--- src/rtl/fabric_macros.svh ---
// Fabric constants: bus widths, master count, region bases, SRAM depth, identity word
`ifndef FABRIC_MACROS_SVH
`define FABRIC_MACROS_SVH

// Bus widths
`define W_ADDR 32
`define W_DATA 32

// Number of masters merged by the arbiter
`define N_MASTERS 2

// Region bases, only bits 15:12 take part in the decode
`define SRAM_BASE 32'h0000_0000
`define REG_BASE 32'h0000_1000

// SRAM depth in words
`define SRAM_WORDS 256

// Value returned by the read-only identity register
`define REG_ID_VALUE 32'h5AB1_0C01

`endif

--- src/rtl/ahbl_pkg.sv ---
// AHB-Lite protocol types: transfer type, size, response, and the byte-lane strobe rule
`include "fabric_macros.svh"

package ahbl_pkg;

	// Byte lanes on the data bus
	localparam int N_LANES = `W_DATA / 8;
	localparam int W_LANE_SEL = $clog2(N_LANES);

	typedef enum logic [1:0] {
		IDLE   = 2'b00,
		BUSY   = 2'b01,
		NONSEQ = 2'b10,
		SEQ    = 2'b11
	} htrans_e;

	typedef enum logic [2:0] {
		BYTE = 3'd0,
		HALF = 3'd1,
		WORD = 3'd2
	} hsize_e;

	typedef enum logic {
		OKAY  = 1'b0,
		ERROR = 1'b1
	} hresp_e;

	// Lanes written by a transfer of the given size at the given byte offset
	function automatic logic [N_LANES-1:0] lane_strobe(hsize_e size, logic [W_LANE_SEL-1:0] offset);
		logic [N_LANES-1:0] strb;
		case (size)
			BYTE: strb = {{(N_LANES - 1){1'b0}}, 1'b1} << offset;
			// Halfwords are aligned, so the low offset bit is dropped
			HALF: strb = {{(N_LANES - 2){1'b0}}, 2'b11} << {offset[W_LANE_SEL-1:1], 1'b0};
			default: strb = '1;
		endcase
		return strb;
	endfunction

endpackage

--- src/rtl/ahbl_arbiter.sv ---
// Strict-priority AHB-Lite arbiter, lowest port wins and losers wait in a per-port buffer
`timescale 1ns/1ps
`include "fabric_macros.svh"

module ahbl_arbiter #(
	parameter int N_PORTS = `N_MASTERS
) (
	input  logic                                              clk,
	input  logic                                              rst_n,
	// Master side, one packed field per port, port 0 in the low field
	input  logic [N_PORTS-1:0]                                src_hready,
	input  logic [N_PORTS-1:0][$bits(ahbl_pkg::htrans_e)-1:0] src_htrans,
	input  logic [N_PORTS-1:0]                                src_hwrite,
	input  logic [N_PORTS-1:0][$bits(ahbl_pkg::hsize_e)-1:0]  src_hsize,
	input  logic [N_PORTS-1:0][`W_ADDR-1:0]                   src_haddr,
	input  logic [N_PORTS-1:0][`W_DATA-1:0]                   src_hwdata,
	output logic [N_PORTS-1:0]                                src_hready_resp,
	output logic [N_PORTS-1:0]                                src_hresp,
	output logic [N_PORTS-1:0][`W_DATA-1:0]                   src_hrdata,
	// Merged bus toward the splitter
	output logic                                              dst_hready,
	output logic [`W_ADDR-1:0]                                dst_haddr,
	output logic                                              dst_hwrite,
	output ahbl_pkg::htrans_e                                 dst_htrans,
	output ahbl_pkg::hsize_e                                  dst_hsize,
	output logic [`W_DATA-1:0]                                dst_hwdata,
	input  logic                                              dst_hready_resp,
	input  ahbl_pkg::hresp_e                                  dst_hresp,
	input  logic [`W_DATA-1:0]                                dst_hrdata
);
	import ahbl_pkg::*;

	// Address phase held for a port that lost arbitration
	logic [N_PORTS-1:0] buf_valid;
	logic [`W_ADDR-1:0] buf_haddr [N_PORTS];
	logic buf_hwrite [N_PORTS];
	htrans_e buf_htrans [N_PORTS];
	hsize_e buf_hsize [N_PORTS];

	// Effective address phase per port
	logic [`W_ADDR-1:0] act_haddr [N_PORTS];
	logic act_hwrite [N_PORTS];
	htrans_e act_htrans [N_PORTS];
	hsize_e act_hsize [N_PORTS];

	logic [N_PORTS-1:0] mast_req_a;
	logic [N_PORTS-1:0] mast_gnt_a;
	logic [N_PORTS-1:0] mast_gnt_d;
	logic [N_PORTS-1:0] mast_aphase_ends;
	logic [N_PORTS-1:0] buf_wen;
	logic [N_PORTS-1:0] mast_in_dphase;

	// Buffered phase has precedence over whatever the port drives now
	always_comb begin
		for (int i = 0; i < N_PORTS; i++) begin
			if (buf_valid[i]) begin
				act_haddr[i] = buf_haddr[i];
				act_hwrite[i] = buf_hwrite[i];
				act_htrans[i] = buf_htrans[i];
				act_hsize[i] = buf_hsize[i];
			end else begin
				act_haddr[i] = src_haddr[i];
				act_hwrite[i] = src_hwrite[i];
				act_htrans[i] = htrans_e'(src_htrans[i]);
				act_hsize[i] = hsize_e'(src_hsize[i]);
			end
			mast_req_a[i] = (act_htrans[i] == NONSEQ) || (act_htrans[i] == SEQ);
		end
	end

	// Isolate the lowest set request bit, so port 0 always wins
	assign mast_gnt_a = mast_req_a & (~mast_req_a + 1'b1);

	// Bus hready follows the master that owns the current data phase
	assign dst_hready = (|mast_gnt_d) ? |(src_hready & mast_gnt_d) : 1'b1;

	// Accepted from a master but not passed on this edge
	assign mast_aphase_ends = mast_req_a & src_hready;
	assign buf_wen = mast_aphase_ends & ~(mast_gnt_a & {N_PORTS{dst_hready}});

	always_ff @(posedge clk or negedge rst_n) begin
		if (!rst_n) begin
			mast_gnt_d <= '0;
			buf_valid <= '0;
		end else begin
			if (dst_hready) begin
				mast_gnt_d <= mast_gnt_a;
			end
			// Granted buffers drain, newly stalled phases fill
			buf_valid <= (buf_valid & ~(mast_gnt_a & {N_PORTS{dst_hready}})) | buf_wen;
		end
	end

	always_ff @(posedge clk) begin
		for (int i = 0; i < N_PORTS; i++) begin
			if (buf_wen[i]) begin
				buf_haddr[i] <= src_haddr[i];
				buf_hwrite[i] <= src_hwrite[i];
				buf_htrans[i] <= htrans_e'(src_htrans[i]);
				buf_hsize[i] <= hsize_e'(src_hsize[i]);
			end
		end
	end

	// A port is busy while buffered or while it owns the slave data phase
	assign mast_in_dphase = buf_valid | mast_gnt_d;

	// Idle ports see ready, the owner sees the slave's ready
	assign src_hready_resp = ~mast_in_dphase | (mast_gnt_d & {N_PORTS{dst_hready_resp}});
	assign src_hresp = mast_gnt_d & {N_PORTS{dst_hresp == ERROR}};
	assign src_hrdata = {N_PORTS{dst_hrdata}};

	// One-hot selects, at most one port drives each output
	always_comb begin
		dst_haddr = '0;
		dst_hwrite = 1'b0;
		dst_htrans = IDLE;
		dst_hsize = BYTE;
		dst_hwdata = '0;
		for (int i = 0; i < N_PORTS; i++) begin
			if (mast_gnt_a[i]) begin
				dst_haddr = act_haddr[i];
				dst_hwrite = act_hwrite[i];
				dst_htrans = act_htrans[i];
				dst_hsize = act_hsize[i];
			end
			// Write data belongs to the data phase, so it follows the registered grant
			if (mast_gnt_d[i]) begin
				dst_hwdata = src_hwdata[i];
			end
		end
	end

endmodule

--- config.mk ---
export PLATFORM = sky130hd
export DESIGN_NAME = ahbl_arbiter
export DESIGN_NICKNAME = d
export VERILOG_FILES = /design/src/rtl/ahbl_pkg.sv /design/src/rtl/ahbl_arbiter.sv
export VERILOG_INCLUDE_DIRS = /design/src /design/src/rtl
export SDC_FILE = /design/constraint.sdc
export NUM_CORES = 1
export LEC_CHECK = 0
export ABC_CLOCK_PERIOD_IN_PS = 4700
export BUFFER_PORTS_ARGS = -buffer_cell sky130_fd_sc_hd__buf_2
export CORE_MARGIN = 5
export CORE_UTILIZATION = 25
export DETAILED_ROUTE_END_ITERATION = 7
export GPL_TIMING_DRIVEN = 0
export PLACE_DENSITY = 0.63
export RECOVER_POWER = 100
export SYNTH_ARGS = -nofsm -noshare
export SYNTH_HDL_FRONTEND = slang
export SYNTH_SLANG_ARGS = --single-unit
--- constraint.sdc ---
create_clock -name clk -period 4.7 [get_ports clk]
set_clock_uncertainty 0.05 [all_clocks]
set_input_delay 0.47 -clock clk [delete_from_list [all_inputs] [get_ports clk]]
set_output_delay 0.47 -clock clk [all_outputs]
set_load 0.005 [all_outputs]
==> results.ini <==
[worst_setup_path]
critical_path_class=flip-flop to output pin
start_kind=flip-flop
critPathRequiredTime_ns=4.18
critPathArrivalTime_ns=2.74
setup.worst_path.end_class=output pin
path_max_fanout=10

[clock_network]
clkSinkCount=80
cts_max_level=3
insertion_delay_ns=0.33
cts-root-buf=clkbuf_16
cts_made_buffers=9
cts_tree=done
post-cts-setup-buffers=0
clock_path_buffers=2
path_clk_slew_ns=0.06

[detailed_routing]
first_pass_iters=4
vias_per_cell=4.44
wire_per_inst_um=18.4
top_layer_used=met5
drtIter0Drc=121
routed-wl-met3_um=1480
drt-met1-wl_um=5930
drt-total-wl_um=16000
drc=0
num_vias=3873
drtAntennaViolNets=0
wl_met2_um=8320

[timing]
fin_setup_tns_ns=0
slew_viol_final=0
setup_viol=0
period_share=0.694
rsz0062_at_grt=false
finalHoldViolCount=0
period_needed_ns=3.26
max_freq_mhz=307
relSlewSlack=0.139
worst_slew_pin_slew_ns=1.29

[cells_and_area]
nets=819
final_common_cell=clkbuf_1
fillerInstances=1832
most-common-layout-cells=171 x clkbuf_1, 134 x buf_2, 76 x edfxtp_1, 73 x mux2i_1, 40 x buf_4
stdcell_area_um2=6280
areaGrowthSynthToFinish_pct=41.4
drive_above_1_share=0.345

[floorplan]
start_util=0.256
core_area_um2=17400
dieArea_um2=20500
pin_count=317
fp.dieH_um=143
num_rows=48
die_x_um=143

[logic_synthesis]
synth_seq_cells=80
yosysWarnings=0
synth_top_area_frac=0.514
syn_inst=343
synth_area_leader_cell=edfxtp_1
synth_area_leaders=edfxtp_1 51%, mux2i_1 16%, buf_4 12%
synthesis.area_um2=4440
yosysSeqAreaShare=0.536
ys_types=26
syn_area_per_cell_um2=12.9
syn-num-nets=521

[hold_path]
hold_class=input pin to flip-flop

[power]
ir_worst_vdd_uv=208
p_leak_uw=0.00262
power.density_nw_per_um2=528
power.total_uw=3310

[global_routing]
grt_pass1_vias=3951
grt-ovfl-total=0
antenna_found_initial=4
grtUsageTotal=0.141
grt_max_degree=27
grt_pass1_wl_um=22000

[placement]
place_area_um2=6210
gp_congestion=0.802
place_hpwl_um=13200
io_buffers=284

[status]
outcome=finished, final reports clean

[job]
maxCapViolations=0

-- critical path, cell delays in order, from the launching register on --
cell      delay (ns)
dfrtp_1         0.33
clkbuf_1        0.28
mux2i_1         0.56
nand2_1         0.42
clkbuf_1        0.36
o22ai_1         0.32
clkbuf_1        0.15
-- registers in the layout, summed over array words and instances (netlist names) --
register,cells
buf_hwrite,2
buf_htrans,4
mast_gnt_d,2
buf_hsize,6
buf_haddr,64
buf_valid,2
-- power by group --
part / switching (uW) / internal, uW / leakage (uW)
Sequential: 32.7 / 937 / 0.000748
Clock: 285 / 465 / 0.000146
Combinational: 925 / 670 / 0.00173
-- synthesized netlist by cell type --
cell / instances
buf_2: 13
and2_1: 2
mux2i_1: 72
edfxtp_1: 76
nand3b_1: 1
a32oi_1: 1
nand2_4: 1
mux2_2: 3
o21ai_0: 3
nand3_1: 2
dfrtp_1: 4
buf_4: 69
nand2b_1: 2
a22oi_1: 1
a211oi_1: 1
a22o_1: 31
or2_2: 1
o21ai_1: 1
clkbuf_1: 7
nand2_1: 6
mux2i_4: 1
a21oi_1: 4
a31oi_1: 2
nor2_1: 1
o22ai_1: 36
nor2b_1: 2
-- timing repair --
item | CTS | global route
endpoints found under the hold margin | 4 | 0
gates resized for setup | 0 | 0
hold buffers | 1 | 0
endpoints found under the setup margin | 0 | 0
-- cell families (layout without fill, tap and decap cells) --
logic type | after synthesis | count (layout) | synth area share
flip-flops | 80 | 80 | 0.536
multiplexers | 76 | 76 | 0.175
buffers and inverters | 89 | 392 | 0.137
other | 0 | 2 | 0
AO/OA/AOI/OAI | 80 | 80 | 0.129
AND/OR/NAND/NOR | 18 | 18 | 0.0223
-- final cells by class --
type | instances | area (um^2) | share of cell area
well taps | 225 | 282 | 0.0448
multi-input cells | 174 | 1440 | 0.229
repair buffers | 287 | 1260 | 0.201
diodes | 2 | 5.00 | 0.000797
clock buffers | 9 | 225 | 0.0359
clock inverters | 7 | 95.1 | 0.0151
plain buffers | 89 | 586 | 0.0932
flip-flops and latches | 80 | 2380 | 0.379
-- final timing paths --
path	start	endpoint	slack, ns	cells after the start
worst max-delay path	buf_valid[0]$_DFF_PN0_	dst_haddr[25]	1.44	6
worst min-delay path	src_htrans[2]	buf_htrans[0][2]$_DFFE_PP_	0.27	1
worst max register to register	buf_valid[0]$_DFF_PN0_	buf_haddr[0][52]$_DFFE_PP_	1.46	5
worst min register to register	mast_gnt_d[1]$_DFFE_PN0N_	mast_gnt_d[1]$_DFFE_PN0N_	0.58	2
max in group asynchronous	rst_n	buf_valid[1]$_DFF_PN0_	3.91	2
min in group asynchronous	rst_n	mast_gnt_d[0]$_DFFE_PN0N_	0.49	2
-- through the flow --
stage / instances / util / worst slack (ns) / hold slack [ns]
floorplan: 343 / - / 1.45 / 0.124
global placement: 852 / 0.354 / -0.0141 / 0.232
detailed placement: 854 / 0.358 / 2.22 / 0.236
CTS: 871 / 0.377 / 1.97 / 0.253
global route: 872 / 0.362 / 1.16 / 0.256
finish: 873 / 0.362 / 1.44 / 0.273
-- metal layers --
layer  global-route usage  up-vias
met2                0.262      184
met1                0.154     1803
met4               0.0436        6
li1                     -     1859
met3               0.0419       21
met5                    0        -
Power figures use the tool's default switching activity.
