**config.mk**
```make
export PLATFORM = sky130hd
export DESIGN_NAME = ahbl_regfile
export DESIGN_NICKNAME = d
export VERILOG_FILES = /design/src/rtl/ahbl_pkg.sv /design/src/rtl/fabric_map_pkg.sv /design/src/rtl/ahbl_regfile.sv
export VERILOG_INCLUDE_DIRS = /design/src /design/src/rtl
export SDC_FILE = /design/constraint.sdc
export NUM_CORES = 1
export LEC_CHECK = 0
export ABC_AREA = 1
export ABC_CLOCK_PERIOD_IN_PS = 2380
export BUFFER_PORTS_ARGS = -buffer_cell sky130_fd_sc_hd__buf_2
export CAP_MARGIN = 20
export CORE_MARGIN = 2
export CORE_UTILIZATION = 44
export CTS_CLUSTER_DIAMETER = 50
export DETAILED_ROUTE_END_ITERATION = 8
export SETUP_SLACK_MARGIN = 0.02
export SLEW_MARGIN = 20
export SYNTH_ARGS = -nofsm -noshare
export SYNTH_HDL_FRONTEND = slang
export SYNTH_SLANG_ARGS = --single-unit
export TNS_END_PERCENT = 100
```
**constraint.sdc**
```tcl
create_clock -name clk -period 2.38 [get_ports clk]
set_input_delay 0 -clock clk [delete_from_list [all_inputs] [get_ports clk]]
set_output_delay 0 -clock clk [all_outputs]
set_load 0.01 [all_outputs]
```
**src/rtl/fabric_macros.svh**
```systemverilog
// Fabric constants: bus widths, master count, region bases, SRAM depth, identity word
`ifndef FABRIC_MACROS_SVH
`define FABRIC_MACROS_SVH

// Bus widths
`define W_ADDR 32
`define W_DATA 32

// Number of masters merged by the arbiter
`define N_MASTERS 2

// Region bases, only bits 15:12 take part in the decode
`define SRAM_BASE 32'h0000_0000
`define REG_BASE 32'h0000_1000

// SRAM depth in words
`define SRAM_WORDS 256

// Value returned by the read-only identity register
`define REG_ID_VALUE 32'h5AB1_0C01

`endif

```
**src/rtl/ahbl_pkg.sv**
```systemverilog
// AHB-Lite protocol types: transfer type, size, response, and the byte-lane strobe rule
`include "fabric_macros.svh"

package ahbl_pkg;

	// Byte lanes on the data bus
	localparam int N_LANES = `W_DATA / 8;
	localparam int W_LANE_SEL = $clog2(N_LANES);

	typedef enum logic [1:0] {
		IDLE   = 2'b00,
		BUSY   = 2'b01,
		NONSEQ = 2'b10,
		SEQ    = 2'b11
	} htrans_e;

	typedef enum logic [2:0] {
		BYTE = 3'd0,
		HALF = 3'd1,
		WORD = 3'd2
	} hsize_e;

	typedef enum logic {
		OKAY  = 1'b0,
		ERROR = 1'b1
	} hresp_e;

	// Lanes written by a transfer of the given size at the given byte offset
	function automatic logic [N_LANES-1:0] lane_strobe(hsize_e size, logic [W_LANE_SEL-1:0] offset);
		logic [N_LANES-1:0] strb;
		case (size)
			BYTE: strb = {{(N_LANES - 1){1'b0}}, 1'b1} << offset;
			// Halfwords are aligned, so the low offset bit is dropped
			HALF: strb = {{(N_LANES - 2){1'b0}}, 2'b11} << {offset[W_LANE_SEL-1:1], 1'b0};
			default: strb = '1;
		endcase
		return strb;
	endfunction

endpackage

```
**src/rtl/fabric_map_pkg.sv**
```systemverilog
// Fabric memory map: slave-select decode and register offsets of the register block
`include "fabric_macros.svh"

package fabric_map_pkg;

	localparam logic [`W_ADDR-1:0] SRAM_BASE_ADDR = `SRAM_BASE;
	localparam logic [`W_ADDR-1:0] REG_BASE_ADDR = `REG_BASE;

	typedef enum logic [1:0] {
		SEL_NONE = 2'b00,
		SEL_SRAM = 2'b01,
		SEL_REGS = 2'b10
	} slave_sel_e;

	// Word offsets inside the 4 KB register region
	typedef enum logic [9:0] {
		REG_SCRATCH0 = 10'd0,
		REG_SCRATCH1 = 10'd1,
		REG_SCRATCH2 = 10'd2,
		REG_SCRATCH3 = 10'd3,
		REG_ID       = 10'd4
	} reg_offset_e;

	// Region lookup on bits 15:12
	function automatic slave_sel_e decode_region(logic [`W_ADDR-1:0] addr);
		if (addr[15:12] == SRAM_BASE_ADDR[15:12]) return SEL_SRAM;
		if (addr[15:12] == REG_BASE_ADDR[15:12]) return SEL_REGS;
		return SEL_NONE;
	endfunction

endpackage

```
**src/rtl/ahbl_regfile.sv**
```systemverilog
// AHB-Lite register slave with one wait state: four scratch words and an identity word
`timescale 1ns/1ps
`include "fabric_macros.svh"

module ahbl_regfile (
	input  logic                clk,
	input  logic                rst_n,
	input  logic                hsel,
	input  logic [`W_ADDR-1:0]  haddr,
	input  ahbl_pkg::htrans_e   htrans,
	input  logic                hwrite,
	input  ahbl_pkg::hsize_e    hsize,
	input  logic [`W_DATA-1:0]  hwdata,
	input  logic                hready,
	output logic [`W_DATA-1:0]  hrdata,
	output logic                hready_resp,
	output ahbl_pkg::hresp_e    hresp
);
	import ahbl_pkg::*;
	import fabric_map_pkg::*;

	localparam int W_OFF = $bits(reg_offset_e);
	localparam int N_SCRATCH = 4;

	// WAIT is the inserted wait state, DONE ends the data phase
	typedef enum logic [1:0] {
		RF_IDLE,
		RF_WAIT,
		RF_DONE
	} rf_state_e;

	rf_state_e state;
	logic aphase_accept;
	logic dp_commit;
	logic dp_write;
	logic [W_OFF-1:0] dp_off;
	logic [N_LANES-1:0] dp_strb;
	logic [`W_DATA-1:0] scratch [N_SCRATCH];

	assign aphase_accept = hsel && hready && ((htrans == NONSEQ) || (htrans == SEQ));

	always_ff @(posedge clk or negedge rst_n) begin
		if (!rst_n) begin
			state <= RF_IDLE;
		end else begin
			case (state)
				RF_WAIT: state <= RF_DONE;
				// Bus is ready in IDLE and DONE, so a new phase may start
				default: state <= aphase_accept ? RF_WAIT : RF_IDLE;
			endcase
		end
	end

	always_ff @(posedge clk) begin
		if (aphase_accept) begin
			dp_write <= hwrite;
			dp_off <= haddr[W_OFF+W_LANE_SEL-1:W_LANE_SEL];
			dp_strb <= lane_strobe(hsize, haddr[W_LANE_SEL-1:0]);
		end
	end

	// Writes land on the final, ready cycle
	assign dp_commit = (state == RF_DONE) && dp_write;

	always_ff @(posedge clk or negedge rst_n) begin
		if (!rst_n) begin
			for (int k = 0; k < N_SCRATCH; k++) begin
				scratch[k] <= '0;
			end
		end else if (dp_commit) begin
			for (int k = 0; k < N_SCRATCH; k++) begin
				if (dp_off == W_OFF'(REG_SCRATCH0 + k)) begin
					for (int l = 0; l < N_LANES; l++) begin
						if (dp_strb[l]) begin
							scratch[k][8*l +: 8] <= hwdata[8*l +: 8];
						end
					end
				end
			end
		end
	end

	// Identity is constant, holes in the map read as zero
	always_comb begin
		case (dp_off)
			REG_SCRATCH0: hrdata = scratch[0];
			REG_SCRATCH1: hrdata = scratch[1];
			REG_SCRATCH2: hrdata = scratch[2];
			REG_SCRATCH3: hrdata = scratch[3];
			REG_ID: hrdata = `REG_ID_VALUE;
			default: hrdata = '0;
		endcase
	end

	assign hready_resp = (state != RF_WAIT);
	assign hresp = OKAY;

endmodule

```
==> results of run 1 <==
==> power breakdown <==
| part | internal [W] | switching, W | leakage, nW |
|---|---|---|---|
| Combinational | 0.000115 | 0.000169 | 2.28 |
| Sequential | 0.00252 | 0.00000788 | 1.29 |
| Clock | 0.00158 | 0.00101 | 0.277 |
==> tightest hold or removal path: stages <==
cell and delay (ns):
buf_2 0.10, inv_1 0.08, nor3_2 0.09
==> final cells by class <==
class / instances / share of cell area
well taps: 211 / 0.0305
clock inverters: 8 / 0.00883
clock buffers: 24 / 0.0582
repair buffers: 154 / 0.132
multi-input cells: 563 / 0.311
inverters: 71 / 0.0308
flip-flops and latches: 145 / 0.428
==> cell usage in the layout, fill, tap and decap left out, drive strengths merged, types with 4 or more instances in the layout <==
cell type / instances
buf: 101
nand4: 21
nand3: 128
clkbuf: 25
inv: 71
nor2: 44
dlygate4sd3: 52
nand2: 233
dfrtp: 130
clkinv: 4
o21ai: 132
edfxtp: 15
==> state kept, by name, summed over array words and instances (netlist names) <==
| signal | cells |
|---|---|
| state | 2 |
| dp_off | 10 |
| dp_strb | 4 |
| scratch | 128 |
| dp_write | 1 |
==> final timing paths <==
| kind | startpoint | endpoint | slack [ns] | depth (start not counted) |
|---|---|---|---|---|
| setup / recovery | dp_off[3]$_DFFE_PP_ | hrdata[18] | 0.20 | 8 |
| hold / removal | htrans[1] | dp_write$_DFFE_PP_ | 0.04 | 3 |
| setup reg to reg | dp_off[3]$_DFFE_PP_ | scratch[52]$_DFFE_PN0P_ | 0.45 | 8 |
| hold reg to reg | state[1]$_DFF_PN0_ | state[1]$_DFF_PN0_ | 0.46 | 1 |
| max in group asynchronous | rst_n | scratch[59]$_DFFE_PN0P_ | 1.50 | 3 |
| min in group asynchronous | rst_n | scratch[44]$_DFFE_PN0P_ | 0.11 | 2 |
==> metrics by stage <==
stage                     setup slack (ns)  hold WS (ns)   util  cells  instance area (um2)
after global placement               0.405       0.00727  0.490   1089                 7500
after CTS                           0.0679        0.0178  0.562   1173                 8610
after floorplan                      0.829        -0.296      -    826                 6970
after detailed placement             0.365        0.0151  0.490   1089                 7500
after global routing                0.0646        0.0450  0.565   1176                 8650
final                                0.202        0.0382  0.565   1176                 8650
==> routing by layer <==
| layer | GRT usage | up-vias |
|---|---|---|
| li1 | - | 2962 |
| met4 | 0.0689 | 0 |
| met1 | 0.302 | 2941 |
| met2 | 0.375 | 196 |
| met3 | 0.0500 | 18 |
| met5 | 0 | - |
==> timing repair <==
| item | in CTS | in global routing |
|---|---|---|
| buffers inserted | 0 | 1 |
| pin swaps | 0 | 2 |
| gates resized for setup | 1 | 3 |
| endpoints found under the hold margin | 179 | 0 |
| hold buffers | 52 | 0 |
| setup endpoints to repair | 2 | 4 |
| cloned | 0 | 2 |
==> cells by family after synthesis <==
family          synth area share
simple gates               0.289
flops                      0.532
compound gates            0.0948
buf+inv                   0.0835
other cells             0.000538
==> flow_metrics.py, run 1 <==
metrics = {
    "outcome": {
        "status": "complete, no violations",
    },
    "yosys": {
        "synth_edf_count": 15,
        "synth-seq-area-share": 0.532,
        "synthCells": 826,
        "synthFlopType": "dfrtp_1",
        "synth_top_area_frac": 0.467,
        "ys_ff_latch": 145,
        "synth.area.top_cells": "dfrtp_1, nand2_1, nand3_1, o21ai_0, edfxtp_1",
        "post_synth.cell_area_avg_um2": 8.43,
        "syn-num-nets": 900,
        "synth_area_leader_cell": "dfrtp_1",
        "yosys_warnings": 0,
        "synth.distinct_cells": 27,
        "synth_most_common_cell": "nand2_1",
        "ys_top_cells_by_count": "nand2_1, dfrtp_1, nand3_1",
        "async_flop_share": 0.897,
        "syn_area_mm2": 0.00697,
    },
    "cts": {
        "cts_buffers": 17,
        "clock_path_buffers": 2,
        "cts_tree": "done",
        "htreeDepth": 4,
        "clkSlewWorstSetupHoldPaths_ns": 0.06,
        "clk_latency_ns": 0.42,
        "clock_tree.root_cell": "clkbuf_16",
        "cts.sinks": 145,
    },
    "power": {
        "power.density_mw_per_mm2": 625,
        "peakVddDrop_v": 0.000584,
        "total_power_w": 0.00541,
        "leakage_nw": 3.85,
    },
    "finish": {
        "antenna_cells": 0,
        "n_fill_cell": 1383,
        "layout.nets": 1026,
        "multi_input_area_mm2": 0.00269,
        "area_growth_pct": 24.1,
        "seqCellArea_mm2": 0.00370,
        "drive_above_1_share": 0.168,
    },
    "sta": {
        "fin_crit_ns": 2.18,
        "fmax_mhz": 459,
        "finalSetupViolCount": 0,
        "tightestPinTransition_ns": 0.556,
        "finalCritPeriodShare": 0.915,
        "rsz0062_at_grt": "no",
        "slew-limit-headroom": 0.627,
        "final_hold_viol_count": 0,
        "setup_tns_ns": 0,
        "finalMaxSlewViolations": 0,
        "clock_skew_ns": 0.00807,
    },
    "global_routing": {
        "grt_usage": 0.227,
        "grt_pass1_vias": 6077,
        "grt_pass1_wl_mm": 29.8,
        "grt-ovfl-total": 0,
        "antenna_found_initial": 0,
        "grt_start_max_net_pins": 73,
    },
    "placement": {
        "portBuffers": 85,
        "dp_hpwl_mm": 11.2,
        "gp_congestion": 0.817,
    },
    "worst_setup_path": {
        "cpLargestDelayFamily": "simple AND/OR/NAND/NOR gates",
        "start_kind": "register",
        "critical-path-slowest-cell": "edfxtp_1",
        "cp.arrival_ns": 2.18,
        "required_ns": 2.38,
        "critPathKind": "reg -> out",
        "critical_path.max_fanout": 36,
        "endpoint_kind": "output port",
        "path_buf_inv": 3,
        "slowest_delay_ns": 0.41,
        "cp_cell_sequence": "nor2_1 -> nand2_1 -> nor2_4 -> buf_4 -> buf_6 -> nand3_1 -> nand4_1 -> buf_2",
    },
    "floorplanning": {
        "rows": 45,
        "core_area_mm2": 0.0153,
        "die_area_mm2": 0.0169,
        "die_x_um": 130,
        "die_height_um": 130,
        "initial_core_util": 0.455,
        "io_pins": 108,
    },
    "drt": {
        "wl_mm": 18.5,
        "first_iter_violations": 528,
        "drc": 0,
        "wl_met3_um": 923,
        "first_pass_iters": 5,
        "drtAntennaViolNets": 0,
        "via_per_inst": 5.20,
        "wl_met2_mm": 8.99,
        "highest_layer": "met4",
        "wl_met1_mm": 8.31,
        "vias": 6117,
        "wl_per_cell_um": 15.7,
    },
    "worst_hold_path": {
        "hold_class": "in -> reg",
    },
    "flow_run": {
        "cap_violations": 0,
    },
}
No activity file was read; power rests on OpenSTA's default activity.
==> run 2: changes to the inputs <==
--- a/config.mk
+++ b/config.mk
@@ -14,6 +14,7 @@
 export CORE_UTILIZATION = 44
 export CTS_CLUSTER_DIAMETER = 50
 export DETAILED_ROUTE_END_ITERATION = 8
+export PLACE_DENSITY_LB_ADDON = 0.1
 export SETUP_SLACK_MARGIN = 0.02
 export SLEW_MARGIN = 20
 export SYNTH_ARGS = -nofsm -noshare
==> constraint.sdc (replaced) <==
create_clock -name clk -period 2.38 [get_ports clk]
set_input_delay 0.476 -clock clk [delete_from_list [all_inputs] [get_ports clk]]
set_output_delay 0.476 -clock clk [all_outputs]
set_load 0.01 [all_outputs]
==> flow_metrics.py, run 2 (synthesis results as in run 1) <==
metrics = {
    "sta": {
        "final_hold_viol_count": 0,
        "tightestPinTransition_ns": 0.605,
        "finalSetupViolCount": 14,
        "rsz0062_at_grt": "yes",
        "fin_crit_ns": 2.44,
        "clock_skew_ns": 0.00572,
        "finalMaxSlewViolations": 0,
        "slew-limit-headroom": 0.597,
        "finalCritPeriodShare": 1.02,
        "fmax_mhz": 410,
        "timing.final.ws_setup_ns": -0.0591,
    },
    "finish": {
        "layout.nets": 999,
        "drive_above_1_share": 0.224,
        "antenna_cells": 0,
        "area_growth_pct": 23.4,
        "reg_top3": "scratch x128, dp_off x10, dp_strb x4",
        "largest_register_ffs": 128,
        "final_cell_mix": "nand2_1, dfrtp_1, o21ai_0",
        "layout_commonest_cell": "nand2_1",
        "top_register": "scratch",
        "layoutNonFillerInstCount": 1146,
        "utilization": 0.561,
    },
    "worst_setup_path": {
        "cp.arrival_ns": 1.96,
        "critPathKind": "reg -> out",
        "start_kind": "register",
        "endpoint_kind": "output port",
        "required_ns": 1.90,
        "critical_path.max_fanout": 7,
    },
    "cts": {
        "clock_path_buffers": 2,
        "clk_latency_ns": 0.41,
        "ctsHoldBuffers": 0,
        "cts_tree": "done",
        "clock_tree.root_cell": "clkbuf_16",
        "clkSlewWorstSetupHoldPaths_ns": 0.06,
        "htreeDepth": 4,
        "cts.sinks": 145,
        "cts_buffers": 17,
    },
    "power": {
        "leakage_nw": 3.82,
        "peakVddDrop_v": 0.000507,
        "power.density_mw_per_mm2": 611,
        "total_power_w": 0.00525,
    },
    "flow_run": {
        "cap_violations": 0,
    },
    "drt": {
        "first_iter_violations": 495,
        "via_per_inst": 5.34,
        "wl_mm": 18.9,
        "drc": 0,
        "wl_per_cell_um": 16.5,
        "drtAntennaViolNets": 0,
        "vias": 6115,
        "first_pass_iters": 5,
    },
    "floorplanning": {
        "io_pins": 108,
        "initial_core_util": 0.455,
        "die_area_mm2": 0.0169,
        "core_area_mm2": 0.0153,
        "die_x_um": 130,
        "rows": 45,
        "die_height_um": 130,
    },
    "global_routing": {
        "grt-ovfl-total": 0,
        "grt_start_max_net_pins": 86,
        "grt_pass1_wl_mm": 29.3,
        "grt_usage": 0.224,
        "grt_pass1_vias": 5679,
        "antenna_found_initial": 0,
    },
    "outcome": {
        "status": "complete, but fails checks",
        "violations": "negative setup slack",
    },
    "placement": {
        "dp_hpwl_mm": 10.9,
        "portBuffers": 85,
        "dp.cells": 1094,
        "gp_congestion": 0.780,
        "place_ws_ns": 0.265,
    },
    "worst_hold_path": {
        "hold_class": "in -> async",
    },
}
[run 2: changes by cell type in the layout (fill, tap and decap cells not counted), sizes merged]
cell | before | now
clkinv | 4 | 5
clkinvlp | 3 | 1
buf | 101 | 124
dlygate4sd3 | 52 | 0
[run 2: report_power, final]
part           internal, W  total [W]  leakage (nW)  switching, W
Combinational    0.0000784   0.000251          2.26      0.000173
Clock              0.00149    0.00248         0.267      0.000982
Sequential         0.00252    0.00253          1.29    0.00000751
[run 2: area by class of cell]
type	count	area, um2
Clock buffer	22	474
Clock inverter	7	62.6
Fill cell	1420	6720
Tap cell	211	264
Timing Repair Buffer	127	1020
Inverter	71	267
Sequential cell	145	3700
Multi-Input combinational cell	563	2810
[run 2: worst max-delay path, stage by stage (launching register included)]
cell      delay (ns)
edfxtp_1        0.38
nor2_2          0.15
nand2_1         0.10
nor2_4          0.11
buf_12          0.16
buf_12          0.14
buf_16          0.13
nand2_8         0.05
nor2_4          0.07
nor2_1          0.04
nand2_1         0.09
buf_2           0.13
[run 2: path summary, 6_finish.rpt]
path	from	slack (ns)	cells past startpoint	to
worst max-delay path	dp_off[9]$_DFFE_PP_	-0.06	11	hrdata[23]
worst min-delay path	rst_n	0.07	2	scratch[12]$_DFFE_PN0P_
worst max register to register	dp_off[9]$_DFFE_PP_	0.29	9	scratch[31]$_DFFE_PN0P_
worst min register to register	state[1]$_DFF_PN0_	0.48	1	state[1]$_DFF_PN0_
max in group asynchronous	rst_n	1.78	2	scratch[53]$_DFFE_PN0P_
min in group clk	hwrite	0.23	1	dp_write$_DFFE_PP_
[run 2: through the flow]
step                      hold slack [ns]  TNS (ns)  instance area, um2
final                              0.0659    -0.385                8600
after global routing                0.103     -2.45                8600
after CTS                           0.110    -0.358                8320
after detailed placement            0.471         0                7570
after global placement              0.445         0                7570
after floorplan                     0.180         0                6970
[run 2: timing repair]
| item | 4_1_cts | 5_1_grt |
|---|---|---|
| setup endpoints to repair | 32 | 32 |
| setup buffers | 9 | 5 |
| gates cloned | 3 | 6 |
| endpoints found under the hold margin | 0 | 0 |
| resized for setup | 9 | 37 |
| pin swaps | 5 | 12 |
[run 2: layer usage]
metal | track usage | wire [um]
met5 | 0 | 0
met4 | 0.0633 | 172
met3 | 0.0377 | 1040
met2 | 0.370 | 9230
met1 | 0.308 | 8460
