**config.mk**
```make
export PLATFORM = sky130hd
export DESIGN_NAME = ahbl_splitter
export DESIGN_NICKNAME = d
export VERILOG_FILES = /design/src/rtl/ahbl_pkg.sv /design/src/rtl/fabric_map_pkg.sv /design/src/rtl/ahbl_splitter.sv
export VERILOG_INCLUDE_DIRS = /design/src /design/src/rtl
export SDC_FILE = /design/constraint.sdc
export NUM_CORES = 1
export LEC_CHECK = 0
export ABC_AREA = 0
export BUFFER_PORTS_ARGS = -buffer_cell sky130_fd_sc_hd__buf_2
export CORE_UTILIZATION = 23
export DETAILED_ROUTE_END_ITERATION = 8
export PLACE_DENSITY = 0.89
export SYNTH_ARGS = -nofsm -noshare
export SYNTH_HDL_FRONTEND = slang
export SYNTH_SLANG_ARGS = --single-unit
export TNS_END_PERCENT = 30
```
**constraint.sdc**
```tcl
create_clock -name clk -period 1.63 [get_ports clk]
set_input_delay 0.2445 -clock clk [delete_from_list [all_inputs] [get_ports clk]]
set_output_delay 0.2445 -clock clk [all_outputs]
set_load 0.02 [all_outputs]
```
**src/rtl/fabric_macros.svh**
```systemverilog
// Fabric constants: bus widths, master count, region bases, SRAM depth, identity word
`ifndef FABRIC_MACROS_SVH
`define FABRIC_MACROS_SVH

// Bus widths
`define W_ADDR 32
`define W_DATA 32

// Number of masters merged by the arbiter
`define N_MASTERS 2

// Region bases, only bits 15:12 take part in the decode
`define SRAM_BASE 32'h0000_0000
`define REG_BASE 32'h0000_1000

// SRAM depth in words
`define SRAM_WORDS 256

// Value returned by the read-only identity register
`define REG_ID_VALUE 32'h5AB1_0C01

`endif

```
**src/rtl/ahbl_pkg.sv**
```systemverilog
// AHB-Lite protocol types: transfer type, size, response, and the byte-lane strobe rule
`include "fabric_macros.svh"

package ahbl_pkg;

	// Byte lanes on the data bus
	localparam int N_LANES = `W_DATA / 8;
	localparam int W_LANE_SEL = $clog2(N_LANES);

	typedef enum logic [1:0] {
		IDLE   = 2'b00,
		BUSY   = 2'b01,
		NONSEQ = 2'b10,
		SEQ    = 2'b11
	} htrans_e;

	typedef enum logic [2:0] {
		BYTE = 3'd0,
		HALF = 3'd1,
		WORD = 3'd2
	} hsize_e;

	typedef enum logic {
		OKAY  = 1'b0,
		ERROR = 1'b1
	} hresp_e;

	// Lanes written by a transfer of the given size at the given byte offset
	function automatic logic [N_LANES-1:0] lane_strobe(hsize_e size, logic [W_LANE_SEL-1:0] offset);
		logic [N_LANES-1:0] strb;
		case (size)
			BYTE: strb = {{(N_LANES - 1){1'b0}}, 1'b1} << offset;
			// Halfwords are aligned, so the low offset bit is dropped
			HALF: strb = {{(N_LANES - 2){1'b0}}, 2'b11} << {offset[W_LANE_SEL-1:1], 1'b0};
			default: strb = '1;
		endcase
		return strb;
	endfunction

endpackage

```
**src/rtl/fabric_map_pkg.sv**
```systemverilog
// Fabric memory map: slave-select decode and register offsets of the register block
`include "fabric_macros.svh"

package fabric_map_pkg;

	localparam logic [`W_ADDR-1:0] SRAM_BASE_ADDR = `SRAM_BASE;
	localparam logic [`W_ADDR-1:0] REG_BASE_ADDR = `REG_BASE;

	typedef enum logic [1:0] {
		SEL_NONE = 2'b00,
		SEL_SRAM = 2'b01,
		SEL_REGS = 2'b10
	} slave_sel_e;

	// Word offsets inside the 4 KB register region
	typedef enum logic [9:0] {
		REG_SCRATCH0 = 10'd0,
		REG_SCRATCH1 = 10'd1,
		REG_SCRATCH2 = 10'd2,
		REG_SCRATCH3 = 10'd3,
		REG_ID       = 10'd4
	} reg_offset_e;

	// Region lookup on bits 15:12
	function automatic slave_sel_e decode_region(logic [`W_ADDR-1:0] addr);
		if (addr[15:12] == SRAM_BASE_ADDR[15:12]) return SEL_SRAM;
		if (addr[15:12] == REG_BASE_ADDR[15:12]) return SEL_REGS;
		return SEL_NONE;
	endfunction

endpackage

```
**src/rtl/ahbl_splitter.sv**
```systemverilog
// AHB-Lite splitter: region decode, slave response mux and ERROR response for unmapped space
`timescale 1ns/1ps
`include "fabric_macros.svh"

module ahbl_splitter (
	input  logic                 clk,
	input  logic                 rst_n,
	input  logic [`W_ADDR-1:0]   haddr,
	input  ahbl_pkg::htrans_e    htrans,
	input  logic                 hready,
	output logic                 sram_hsel,
	output logic                 regs_hsel,
	input  logic [`W_DATA-1:0]   sram_hrdata,
	input  logic                 sram_hready_resp,
	input  ahbl_pkg::hresp_e     sram_hresp,
	input  logic [`W_DATA-1:0]   regs_hrdata,
	input  logic                 regs_hready_resp,
	input  ahbl_pkg::hresp_e     regs_hresp,
	output logic [`W_DATA-1:0]   hrdata,
	output logic                 hready_resp,
	output ahbl_pkg::hresp_e     hresp
);
	import ahbl_pkg::*;
	import fabric_map_pkg::*;

	// ERROR response, first cycle not ready, second cycle ready
	typedef enum logic [1:0] {
		ERR_IDLE,
		ERR_FIRST,
		ERR_SECOND
	} err_state_e;

	slave_sel_e aphase_sel;
	slave_sel_e dphase_sel;
	err_state_e err_state;
	logic aphase_active;

	assign aphase_active = (htrans == NONSEQ) || (htrans == SEQ);
	assign aphase_sel = decode_region(haddr);

	// Selects low on IDLE so nothing is claimed after reset
	assign sram_hsel = aphase_active && (aphase_sel == SEL_SRAM);
	assign regs_hsel = aphase_active && (aphase_sel == SEL_REGS);

	always_ff @(posedge clk or negedge rst_n) begin
		if (!rst_n) begin
			dphase_sel <= SEL_NONE;
			err_state <= ERR_IDLE;
		end else begin
			if (hready) begin
				dphase_sel <= aphase_active ? aphase_sel : SEL_NONE;
			end
			case (err_state)
				ERR_FIRST: err_state <= ERR_SECOND;
				// Back-to-back unmapped transfers restart from the ready cycle
				default: begin
					if (hready && aphase_active && (aphase_sel == SEL_NONE)) begin
						err_state <= ERR_FIRST;
					end else begin
						err_state <= ERR_IDLE;
					end
				end
			endcase
		end
	end

	// Response source chosen by the select captured in the address phase
	always_comb begin
		case (dphase_sel)
			SEL_SRAM: begin
				hrdata = sram_hrdata;
				hready_resp = sram_hready_resp;
				hresp = sram_hresp;
			end
			SEL_REGS: begin
				hrdata = regs_hrdata;
				hready_resp = regs_hready_resp;
				hresp = regs_hresp;
			end
			default: begin
				// Idle data phase or unmapped target
				hrdata = '0;
				hready_resp = (err_state != ERR_FIRST);
				hresp = (err_state == ERR_IDLE) ? OKAY : ERROR;
			end
		endcase
	end

endmodule

```
==> impl_results.md, run 1 <==
- Max Fclk: about 590 MHz
- TNS Setup: -1.23 ns
- CTS tree: built
- Crit-path cells: inv_2 > ha_4 > buf_12 > a22oi_1 > nor2_1 > buf_4
- Ys Warns: 0
- Synth area leaders: a22oi_1, nor2_1, dfrtp_1, buf_2, ha_1
- DRC Markers: 0
- GRT Total Usage: between 10% and 20%
- Register area share after synthesis: between 15 and 20%
- H-tree depth: 1
- Slowest CP cell: dfrtp_1
- Initial Util: between 20 and 30%
- Post-route cell area: roughly 1500 um2
- Primary FF master, synth: dfrtp_1
- Core area: 2570 um2
- Met2 usage in global routing: roughly 33%
- Longest Clk Path Bufs: 2
- Total iterations of the first detailed-routing run: 4
- Final setup margin: -0.0641 ns
- Critical Setup Path Class: register to output pin
- Via count: about 1200
- Worst Tran Pin Value: 0.263 ns
- Max_cap viols: 0
- Routability cong.: between 0.7 and 0.8
- Leak: a little over 0.0007 uW
- Synth Instances: 100
- Max Slew Vio Count: 0
- Most numerous cell in the Yosys netlist: nor2_1
- GR peak layer: met2
- Crit-path leading delay family: flip-flops
- Setup-failing EPs final: 33
- RSZ-0062 raised after global routing: true
- Largest net degree at the start of global routing: 22
- Initial antenna violation count: 0
- Worst Path Arrival: roughly 1.5 ns
- Number of synthesized flops with an enable pin: 0
- Clock tree root buffer cell: clkbuf_4
- Post-DP HPWL: ~2.1 mm
- Crit-path max FO: 20
- Final Cycle Share: 104%
- Max_slew headroom: between 80 and 90%
- Worst setup SP type: register
- Final hold vios: 0
- Worst Hold Class: input port to register
- TritonCTS Buffers: 3
- Vias per cell: roughly 4.9
- Initial DRC count: 12
- Number of top-level pins: around 140
- Met1 GRT Util: 18.7%
- Min Tclk post-route: around 1.7 ns
- Area growth, synth to finish: 137%
- Worst-path clk slew: around 0.04 ns
- Row count: 18
- Mapped cell area: approximately 640 um2
- Overflow after GRT: 0
- First-pass GRT wire length: roughly 3.7 mm
- Post-Route WL: slightly below 3 mm
- Layout cell share with drive strength beyond 1: between 70% and 80%
- Chip Height: around 55 um
- Post-layout nets: between 300 and 400
- Worst skew pair latency: 0.24 ns
- CP required: between 1 and 1.5 ns
- Instance area at placement: approximately 1200 um2
- Synth Register Bits: 4
- Crit path capture type: output pin
- Syn avg cell area: 6.44 um2
- Vias in the first global route: ~910
- Die width: approximately 55 um
- Peak VDD IR: between 0.0003 and 0.0004 V
- Worst path max stage delay: ~0.40 ns
- Async SR Flop Fraction: 100%
- Number of diodes: 0
- CTS sink cnt: 4
- Status: complete, but fails checks
- Skew final: 0.00653 ns
- Syn Nets: 207
- Die area: 3020 um2
- Power per cell area: 293 nW/um2
- Top cells by count, synth: nor2_1, a22oi_1, buf_2
- Yosys top cell area share: ~37%
- Failing checks: setup timing
- Routed Antenna Nets: 0
- Met3 GRT Util: 2.46%
- Port bufs: ~110
- Routed len/inst: ~12 um
- Yosys cell types: 16
- CP bufs+invs: 3
- Synth area leader: a22oi_1
==> worst reg2reg max path: stages (launching register included) <==
cell	delay (ns)
dfrtp_1	0.41
inv_2	0.08
buf_4	0.13
o22ai_1	0.16
==> cell usage in the layout, fill, tap and decap left out, types with 2 or more instances in the layout <==
master,n
nor3_1,2
nor2_1,34
buf_4,28
nand2_1,2
clkbuf_4,3
o22ai_1,2
a221oi_2,2
ha_4,2
inv_2,2
buf_2,84
dfrtp_1,4
a22oi_1,13
buf_12,3
buf_8,2
a21oi_1,2
a22oi_2,19
==> final timing paths <==
check	from	endpoint	slack (ns)	cells past startpoint
setup / recovery	dphase_sel[1]	hrdata[28]	-0.06	6
hold / removal	htrans[1]	err_state[0]	0.24	3
setup reg to reg	dphase_sel[0]	dphase_sel[0]	0.77	3
hold reg to reg	err_state[1]	err_state[1]	0.46	1
max in group asynchronous	rst_n	dphase_sel[0]	1.17	2
min in group asynchronous	rst_n	err_state[0]	0.34	2
==> state kept, by name, indices dropped and copies added (netlist names) <==
signal / cells
dphase_sel: 2
err_state: 2
==> cell families (layout without fill, tap and decap cells) <==
family / Yosys count / count (layout) / synth area share (%)
flip-flops: 4 / 4 / 15.5
adder cells (fa/ha/maj): 2 / 2 / 3.88
AO/OA/AOI/OAI: 38 / 38 / 43.5
AND/OR/NAND/NOR: 42 / 42 / 27.6
buffers and inverters: 14 / 124 / 9.51
==> stage by stage <==
step           util (%)  setup WS (ns)  cells  power, uW  hold slack [ns]
5_1_grt            59.4         -0.146    240        476            0.257
2_1_floorplan         -         0.0610    100        168          -0.0511
3_3_place_gp       48.3          0.124    235        278           0.0521
6_report           59.4        -0.0641    240        446            0.244
4_1_cts            55.8        -0.0477    240        438            0.237
3_5_place_dp       48.3         0.0779    235        282           0.0553
==> cell type report <==
class                           instances  area (um2)
Inverter                                2        7.51
Clock buffer                            3        22.5
Multi-Input combinational cell         82         616
Tap cell                               30        37.5
Timing Repair Buffer                  119         742
Fill cell                             249        1040
Sequential cell                         4         100
==> what timing repair did <==
item                       in CTS  in global routing
resized for setup              38                 26
hold endpoints to repair        4                  0
hold buffers                    1                  0
setup endpoints to repair      34                 34
pin swaps                       1                  1
buffers inserted                1                  0
==> report_power, final <==
| part | internal [uW] | total, uW | switching [uW] |
|---|---|---|---|
| Combinational | 115 | 213 | 97.7 |
| Clock | 82.6 | 126 | 43.8 |
| Sequential | 104 | 107 | 2.92 |
==> per-layer routing <==
metal	vias up	share of wire (%)
met5	-	0
met3	4	8.7
li1	590	-
met2	61	56
met1	521	35
met4	0	0.77
Note: power is estimated with default switching activity, not from simulation.
==> inputs of run 2 (changes only) <==
--- a/config.mk
+++ b/config.mk
@@ -11,6 +11,7 @@
 export CORE_UTILIZATION = 23
 export DETAILED_ROUTE_END_ITERATION = 8
 export PLACE_DENSITY = 0.89
+export SKIP_CTS_REPAIR_TIMING = 1
 export SYNTH_ARGS = -nofsm -noshare
 export SYNTH_HDL_FRONTEND = slang
 export SYNTH_SLANG_ARGS = --single-unit
==> impl_results.md, run 2 (same netlist as run 1, synthesis figures left out) <==
- Post-layout nets: 318 (was 319)
- GRT Total Usage: 15.7% (was 17.4%)
- Skew final: 0.00695 ns (was 0.00653 ns)
- DRC Markers: 0 (unchanged)
- Worst skew pair latency: 0.24 ns (about the same)
- Final setup margin: -0.0585 ns (was -0.0641 ns)
- Status: complete, but fails checks (unchanged)
- TritonCTS Buffers: 3 (unchanged)
- Die width: 54.9 um (unchanged)
- Initial antenna violation count: 0 (unchanged)
- Worst Hold Class: input port to register (unchanged)
- Setup-failing EPs final: 34 (was 33)
- Most frequent cells in the layout: buf_2, nor2_1, a22oi_1 (was buf_2, nor2_1, buf_4)
- Max_cap viols: 0 (unchanged)
- Clock tree root buffer cell: clkbuf_4 (unchanged)
- Crit path capture type: output pin (unchanged)
- Min Tclk post-route: 1.69 ns (about the same)
- Initial Util: 25.1% (unchanged)
- Total iterations of the first detailed-routing run: 4 (unchanged)
- Post-DP HPWL: 2.14 mm (unchanged)
- TNS Setup: -1.28 ns (was -1.23 ns)
- Combinational power share: 44.7% (was 47.8%)
- Worst Tran Pin Value: 0.272 ns (was 0.263 ns)
- Core area: 2570 um2 (unchanged)
- Initial DRC count: 21 (was 12)
- Vias per cell: 4.87 (was 4.90)
- First-pass GRT wire length: 3.39 mm (was 3.73 mm)
- Number of diodes: 0 (unchanged)
- Vias in the first global route: 812 (was 913)
- Power share of the clock group: 30.0% (was 28.3%)
- Area growth, synth to finish: 118% (was 137%)
- Switching pwr: 132 uW (was 144 uW)
- Via count: 1165 (was 1176)
- CTS tree: built (unchanged)
- CP required: 1.39 ns (about the same)
- Max_slew headroom: 81.7% (was 82.3%)
- Final hold vios: 0 (unchanged)
- Routed len/inst: 11.9 um (was 12.4 um)
- Worst setup SP type: register (unchanged)
- Commonest non-fill, non-tap cell in the layout: buf_2 (unchanged)
- DP Worst Slack: 0.0779 ns (unchanged)
- Chip Height: 54.9 um (unchanged)
- Worst Path Arrival: 1.44 ns (was 1.45 ns)
- Die area: 3020 um2 (unchanged)
- Layout cell share with drive strength beyond 1: 62.7% (was 70.0%)
- Final Cycle Share: 104% (about the same)
- Port bufs: 111 (unchanged)
- Critical Setup Path Class: register to output pin (unchanged)
- Peak VDD IR: 0.000335 V (was 0.000350 V)
- Largest regs: dphase_sel x2, err_state x2 (unchanged)
- Longest Clk Path Bufs: 2 (unchanged)
- Power per cell area: 301 nW/um2 (was 293 nW/um2)
- RSZ-0062 raised after global routing: true (unchanged)
- Power Internal: 290 uW (was 302 uW)
- Sw Share: 31.3% (was 32.3%)
- Routability cong.: 0.710 (unchanged)
- Max Slew Vio Count: 0 (unchanged)
- CTS sink cnt: 4 (unchanged)
- Worst-path clk slew: 0.04 ns (about the same)
- Overflow after GRT: 0 (unchanged)
- Post-Route WL: 2.85 mm (was 2.97 mm)
- Routed Antenna Nets: 0 (unchanged)
- Number of top-level pins: 141 (unchanged)
- Failing checks: setup timing (unchanged)
- H-tree depth: 1 (unchanged)
- Leak: 0.000692 uW (was 0.000721 uW)
- Sequential fraction of design power: 25.3% (was 23.9%)
- Max Fclk: 592 MHz (was 590 MHz)
- Row count: 18 (unchanged)
- Crit-path max FO: 21 (was 20)
- Largest net degree at the start of global routing: 22 (unchanged)
==> run 2: changes by cell type in the layout (fill, tap and decap cells not counted), sizes merged <==
cell  delta
buf      -1
==> run 2: metal layers <==
metal | vias to the layer above | global-route usage, % | wire (um)
met2 | 61 | 28.5 | 1530
li1 | 587 | - | -
met1 | 513 | 18.5 | 1040
met4 | 0 | 6.25 | 23
met5 | - | 0 | 0
met3 | 4 | 1.91 | 253
==> run 2: cell type report <==
type	instances	area, um2
fillers	259	1160
repair buffers	118	702
multi-input cells	82	533
flip-flops and latches	4	100
well taps	30	37.5
clock buffers	3	22.5
inverters	2	7.51
==> run 2: path summary, 6_finish.rpt <==
check | start | to | slack (ns) | depth (start not counted)
worst max register to register | err_state[0] | err_state[0] | 0.85 | 2
max in group asynchronous | rst_n | dphase_sel[0] | 1.17 | 2
min in group asynchronous | rst_n | err_state[0] | 0.34 | 2
worst max-delay path | dphase_sel[0] | hrdata[22] | -0.06 | 5
worst min register to register | err_state[1] | err_state[1] | 0.46 | 1
worst min-delay path | htrans[1] | err_state[0] | 0.24 | 3
==> run 2: metrics by stage <==
step           hold slack [ns]  area, um2  utilization [%]  instances  total power, uW
2_1_floorplan          -0.0511        644                -        100              168
3_3_place_gp            0.0521       1240             48.3        235              278
3_5_place_dp            0.0553       1240             48.3        235              282
4_1_cts                 -0.199       1260             49.2        238              410
5_1_grt                  0.257       1400             54.6        239              453
6_report                 0.243       1400             54.6        239              422
==> run 2: power groups by stage <==
stage               registers [uW]  clock network, uW  logic, uW
floorplan                      107                  0       61.0
global placement               107                  0        171
detailed placement             107                  0        175
CTS                            106                129        175
global route                   107                137        209
finish                         107                127        189
==> run 2: worst max-delay path, stage by stage (launching register included) <==
cell and delay (ns):
dfrtp_1 0.41, inv_2 0.08, ha_4 0.26, buf_6 0.16
nor2_1 0.14, buf_4 0.16
==> inputs of run 3 (changes only) <==
--- a/config.mk
+++ b/config.mk
@@ -6,11 +6,12 @@
 export SDC_FILE = /design/constraint.sdc
 export NUM_CORES = 1
 export LEC_CHECK = 0
-export ABC_AREA = 0
+export ABC_AREA = 1
 export BUFFER_PORTS_ARGS = -buffer_cell sky130_fd_sc_hd__buf_2
-export CORE_UTILIZATION = 23
+export CORE_UTILIZATION = 28
 export DETAILED_ROUTE_END_ITERATION = 8
-export PLACE_DENSITY = 0.89
+export GPL_TIMING_DRIVEN = 0
+export PLACE_DENSITY = 0.92
 export SKIP_CTS_REPAIR_TIMING = 1
 export SYNTH_ARGS = -nofsm -noshare
 export SYNTH_HDL_FRONTEND = slang
==> impl_results.md, run 3 <==
- Status: complete, but fails checks (unchanged)
- Failing checks: setup timing (unchanged)
- Worst Path Arrival: 1.51 ns (was 1.44 ns)
- Initial DRC count: 30 (was 21)
- Number of top-level pins: 141 (unchanged)
- Total Power: 440 uW (was 422 uW)
- Max Slew Vio Count: 0 (unchanged)
- Final setup margin: -0.127 ns (was -0.0585 ns)
- Skew final: 0.0000655 ns (was 0.00695 ns)
- Yosys top cell area share: 32.6% (was 37.3%)
- Sequential fraction of design power: 24.2% (was 25.3%)
- TritonCTS Buffers: 3 (unchanged)
- Post-DP HPWL: 2.33 mm (was 2.14 mm)
- Die width: 56.4 um (was 54.9 um)
- First-pass GRT wire length: 4.45 mm (was 3.39 mm)
- Synth Register Bits: 4 (unchanged)
- Number of synthesized flops with an enable pin: 0 (unchanged)
- Vias in the first global route: 1107 (was 812)
- Post-layout nets: 374 (was 318)
- Chip Height: 56.4 um (was 54.9 um)
- Worst skew pair latency: 0.24 ns (about the same)
- Leak: 0.000798 uW (was 0.000692 uW)
- Fillers: 281 (was 259)
- CTS sink cnt: 4 (unchanged)
- Critical Setup Path Class: register to output pin (unchanged)
- Die area: 3180 um2 (was 3020 um2)
- Max_slew headroom: 83.2% (was 81.7%)
- Synth area leaders: nand2_1, a21oi_2, a21oi_1, dfrtp_1, buf_6 (was a22oi_1, nor2_1, dfrtp_1, buf_2, ha_1)
- CP required: 1.39 ns (about the same)
- Placed Cells: 288 (was 235)
- Largest net degree at the start of global routing: 11 (was 22)
- Final cell count without fillers: 296 (was 239)
- DRC Markers: 0 (unchanged)
- Layout cell share with drive strength beyond 1: 60.8% (was 62.7%)
- Most frequent cells in the layout: buf_2, nand2_1, buf_4 (was buf_2, nor2_1, a22oi_1)
- Port bufs: 111 (unchanged)
- Number of diodes: 0 (unchanged)
- Overflow after GRT: 0 (unchanged)
- Crit path capture type: output pin (unchanged)
- Syn avg cell area: 5.67 um2 (was 6.44 um2)
- Async SR Flop Fraction: 100% (unchanged)
- GRT Total Usage: 17.1% (was 15.7%)
- Peak VDD IR: 0.000305 V (was 0.000335 V)
- Final hold vios: 0 (unchanged)
- Area growth, synth to finish: 102% (was 118%)
- Combinational power share: 47.3% (was 44.7%)
- Top cells by count, synth: nand2_1, a21oi_1, a21oi_2 (was nor2_1, a22oi_1, buf_2)
- Vias per cell: 4.63 (was 4.87)
- Register area share after synthesis: 12.1% (was 15.5%)
- Worst Hold Class: input port to register (unchanged)
- Core area: 2780 um2 (was 2570 um2)
- Setup-failing EPs final: 33 (was 34)
- Commonest non-fill, non-tap cell in the layout: buf_2 (unchanged)
- Mapped cell area: 828 um2 (was 644 um2)
- Ys Warns: 0 (unchanged)
- Switching pwr: 142 uW (was 132 uW)
- Power per cell area: 263 nW/um2 (was 301 nW/um2)
- Row count: 19 (was 18)
- Via count: 1371 (was 1165)
- Power Internal: 298 uW (was 290 uW)
- Largest regs: dphase_sel x2, err_state x2 (unchanged)
- Max Fclk: 569 MHz (was 592 MHz)
- Worst-path clk slew: 0.04 ns (about the same)
- Synth Instances: 146 (was 100)
- Most numerous cell in the Yosys netlist: nand2_1 (was nor2_1)
- Worst Tran Pin Value: 0.251 ns (was 0.272 ns)
- Syn Nets: 253 (was 207)
- Total iterations of the first detailed-routing run: 6 (was 4)
- Routability cong.: 0.684 (was 0.710)
- Routed len/inst: 10.5 um (was 11.9 um)
- DP Worst Slack: 0.0282 ns (was 0.0779 ns)
- H-tree depth: 1 (unchanged)
- Primary FF master, synth: dfrtp_1 (unchanged)
- Yosys cell types: 13 (was 16)
- Initial Util: 29.8% (was 25.1%)
- Routed Antenna Nets: 0 (unchanged)
- Final Cycle Share: 108% (was 104%)
- Synth area leader: nand2_1 (was a22oi_1)
- Min Tclk post-route: 1.76 ns (was 1.69 ns)
- RSZ-0062 raised after global routing: true (unchanged)
- Power share of the clock group: 28.4% (was 30.0%)
- CTS tree: built (unchanged)
- Sw Share: 32.3% (was 31.3%)
- Worst setup SP type: register (unchanged)
- Clock tree root buffer cell: clkbuf_4 (unchanged)
- Crit-path max FO: 10 (was 21)
- Max_cap viols: 0 (unchanged)
- Initial antenna violation count: 0 (unchanged)
- Post-Route WL: 3.12 mm (was 2.85 mm)
- Longest Clk Path Bufs: 2 (unchanged)
==> run 3: path summary, 6_finish.rpt <==
path	start	endpoint	slack, ns	depth (start not counted)
worst max register to register	err_state[0]	err_state[0]	0.88	3
min in group asynchronous	rst_n	err_state[1]	0.35	2
worst min register to register	dphase_sel[1]	dphase_sel[1]	0.52	2
max in group asynchronous	rst_n	dphase_sel[0]	1.15	2
worst max-delay path	dphase_sel[1]	hrdata[9]	-0.13	5
worst min-delay path	htrans[1]	err_state[0]	0.28	3
==> run 3: area by class of cell <==
type	instances	area (um2)	area share, %
repair buffers	116	682	40.7
multi-input cells	121	639	38.2
plain buffers	12	159	9.48
flip-flops and latches	4	100	5.97
well taps	31	38.8	2.32
inverters	9	33.8	2.02
clock buffers	3	22.5	1.34
==> run 3: layer usage <==
metal,global-route usage [%],wire [um],vias to the layer above
met5,0,0,-
met4,3.83,38,0
met3,3.92,261,5
met2,33.5,1660,67
met1,18.3,1160,596
li1,-,-,703
==> run 3: critical path, stage by stage (launching register included) <==
cell	delay, ns
dfrtp_1	0.38
ha_1	0.31
buf_6	0.15
buf_6	0.14
a21oi_1	0.12
buf_4	0.16
==> run 3: cells by family after synthesis <==
kind of cell / Yosys count / share of synthesized area, %
simple gates: 82 / 38.4
buf+inv: 21 / 17.8
fa+ha+maj: 2 / 3.02
compound gates: 37 / 28.7
flops: 4 / 12.1
==> run 3: metrics by stage <==
step	hold WS (ns)	cell area, um2	setup TNS [ns]	utilization [%]
floorplan	-0.0511	828	0	-
global placement	0.0516	1420	0	51.1
detailed placement	0.0560	1420	0	51.1
CTS	-0.205	1450	-6.48	52.0
global route	0.279	1680	-5.75	60.2
finish	0.276	1680	-3.17	60.2
==> run 3: power groups by stage <==
stage	sequential (uW)	clock (uW)	combinational [uW]
floorplan	107	0	73.3
global placement	107	0	180
detailed placement	107	0	182
CTS	106	133	183
global route	107	139	230
finish	107	125	208
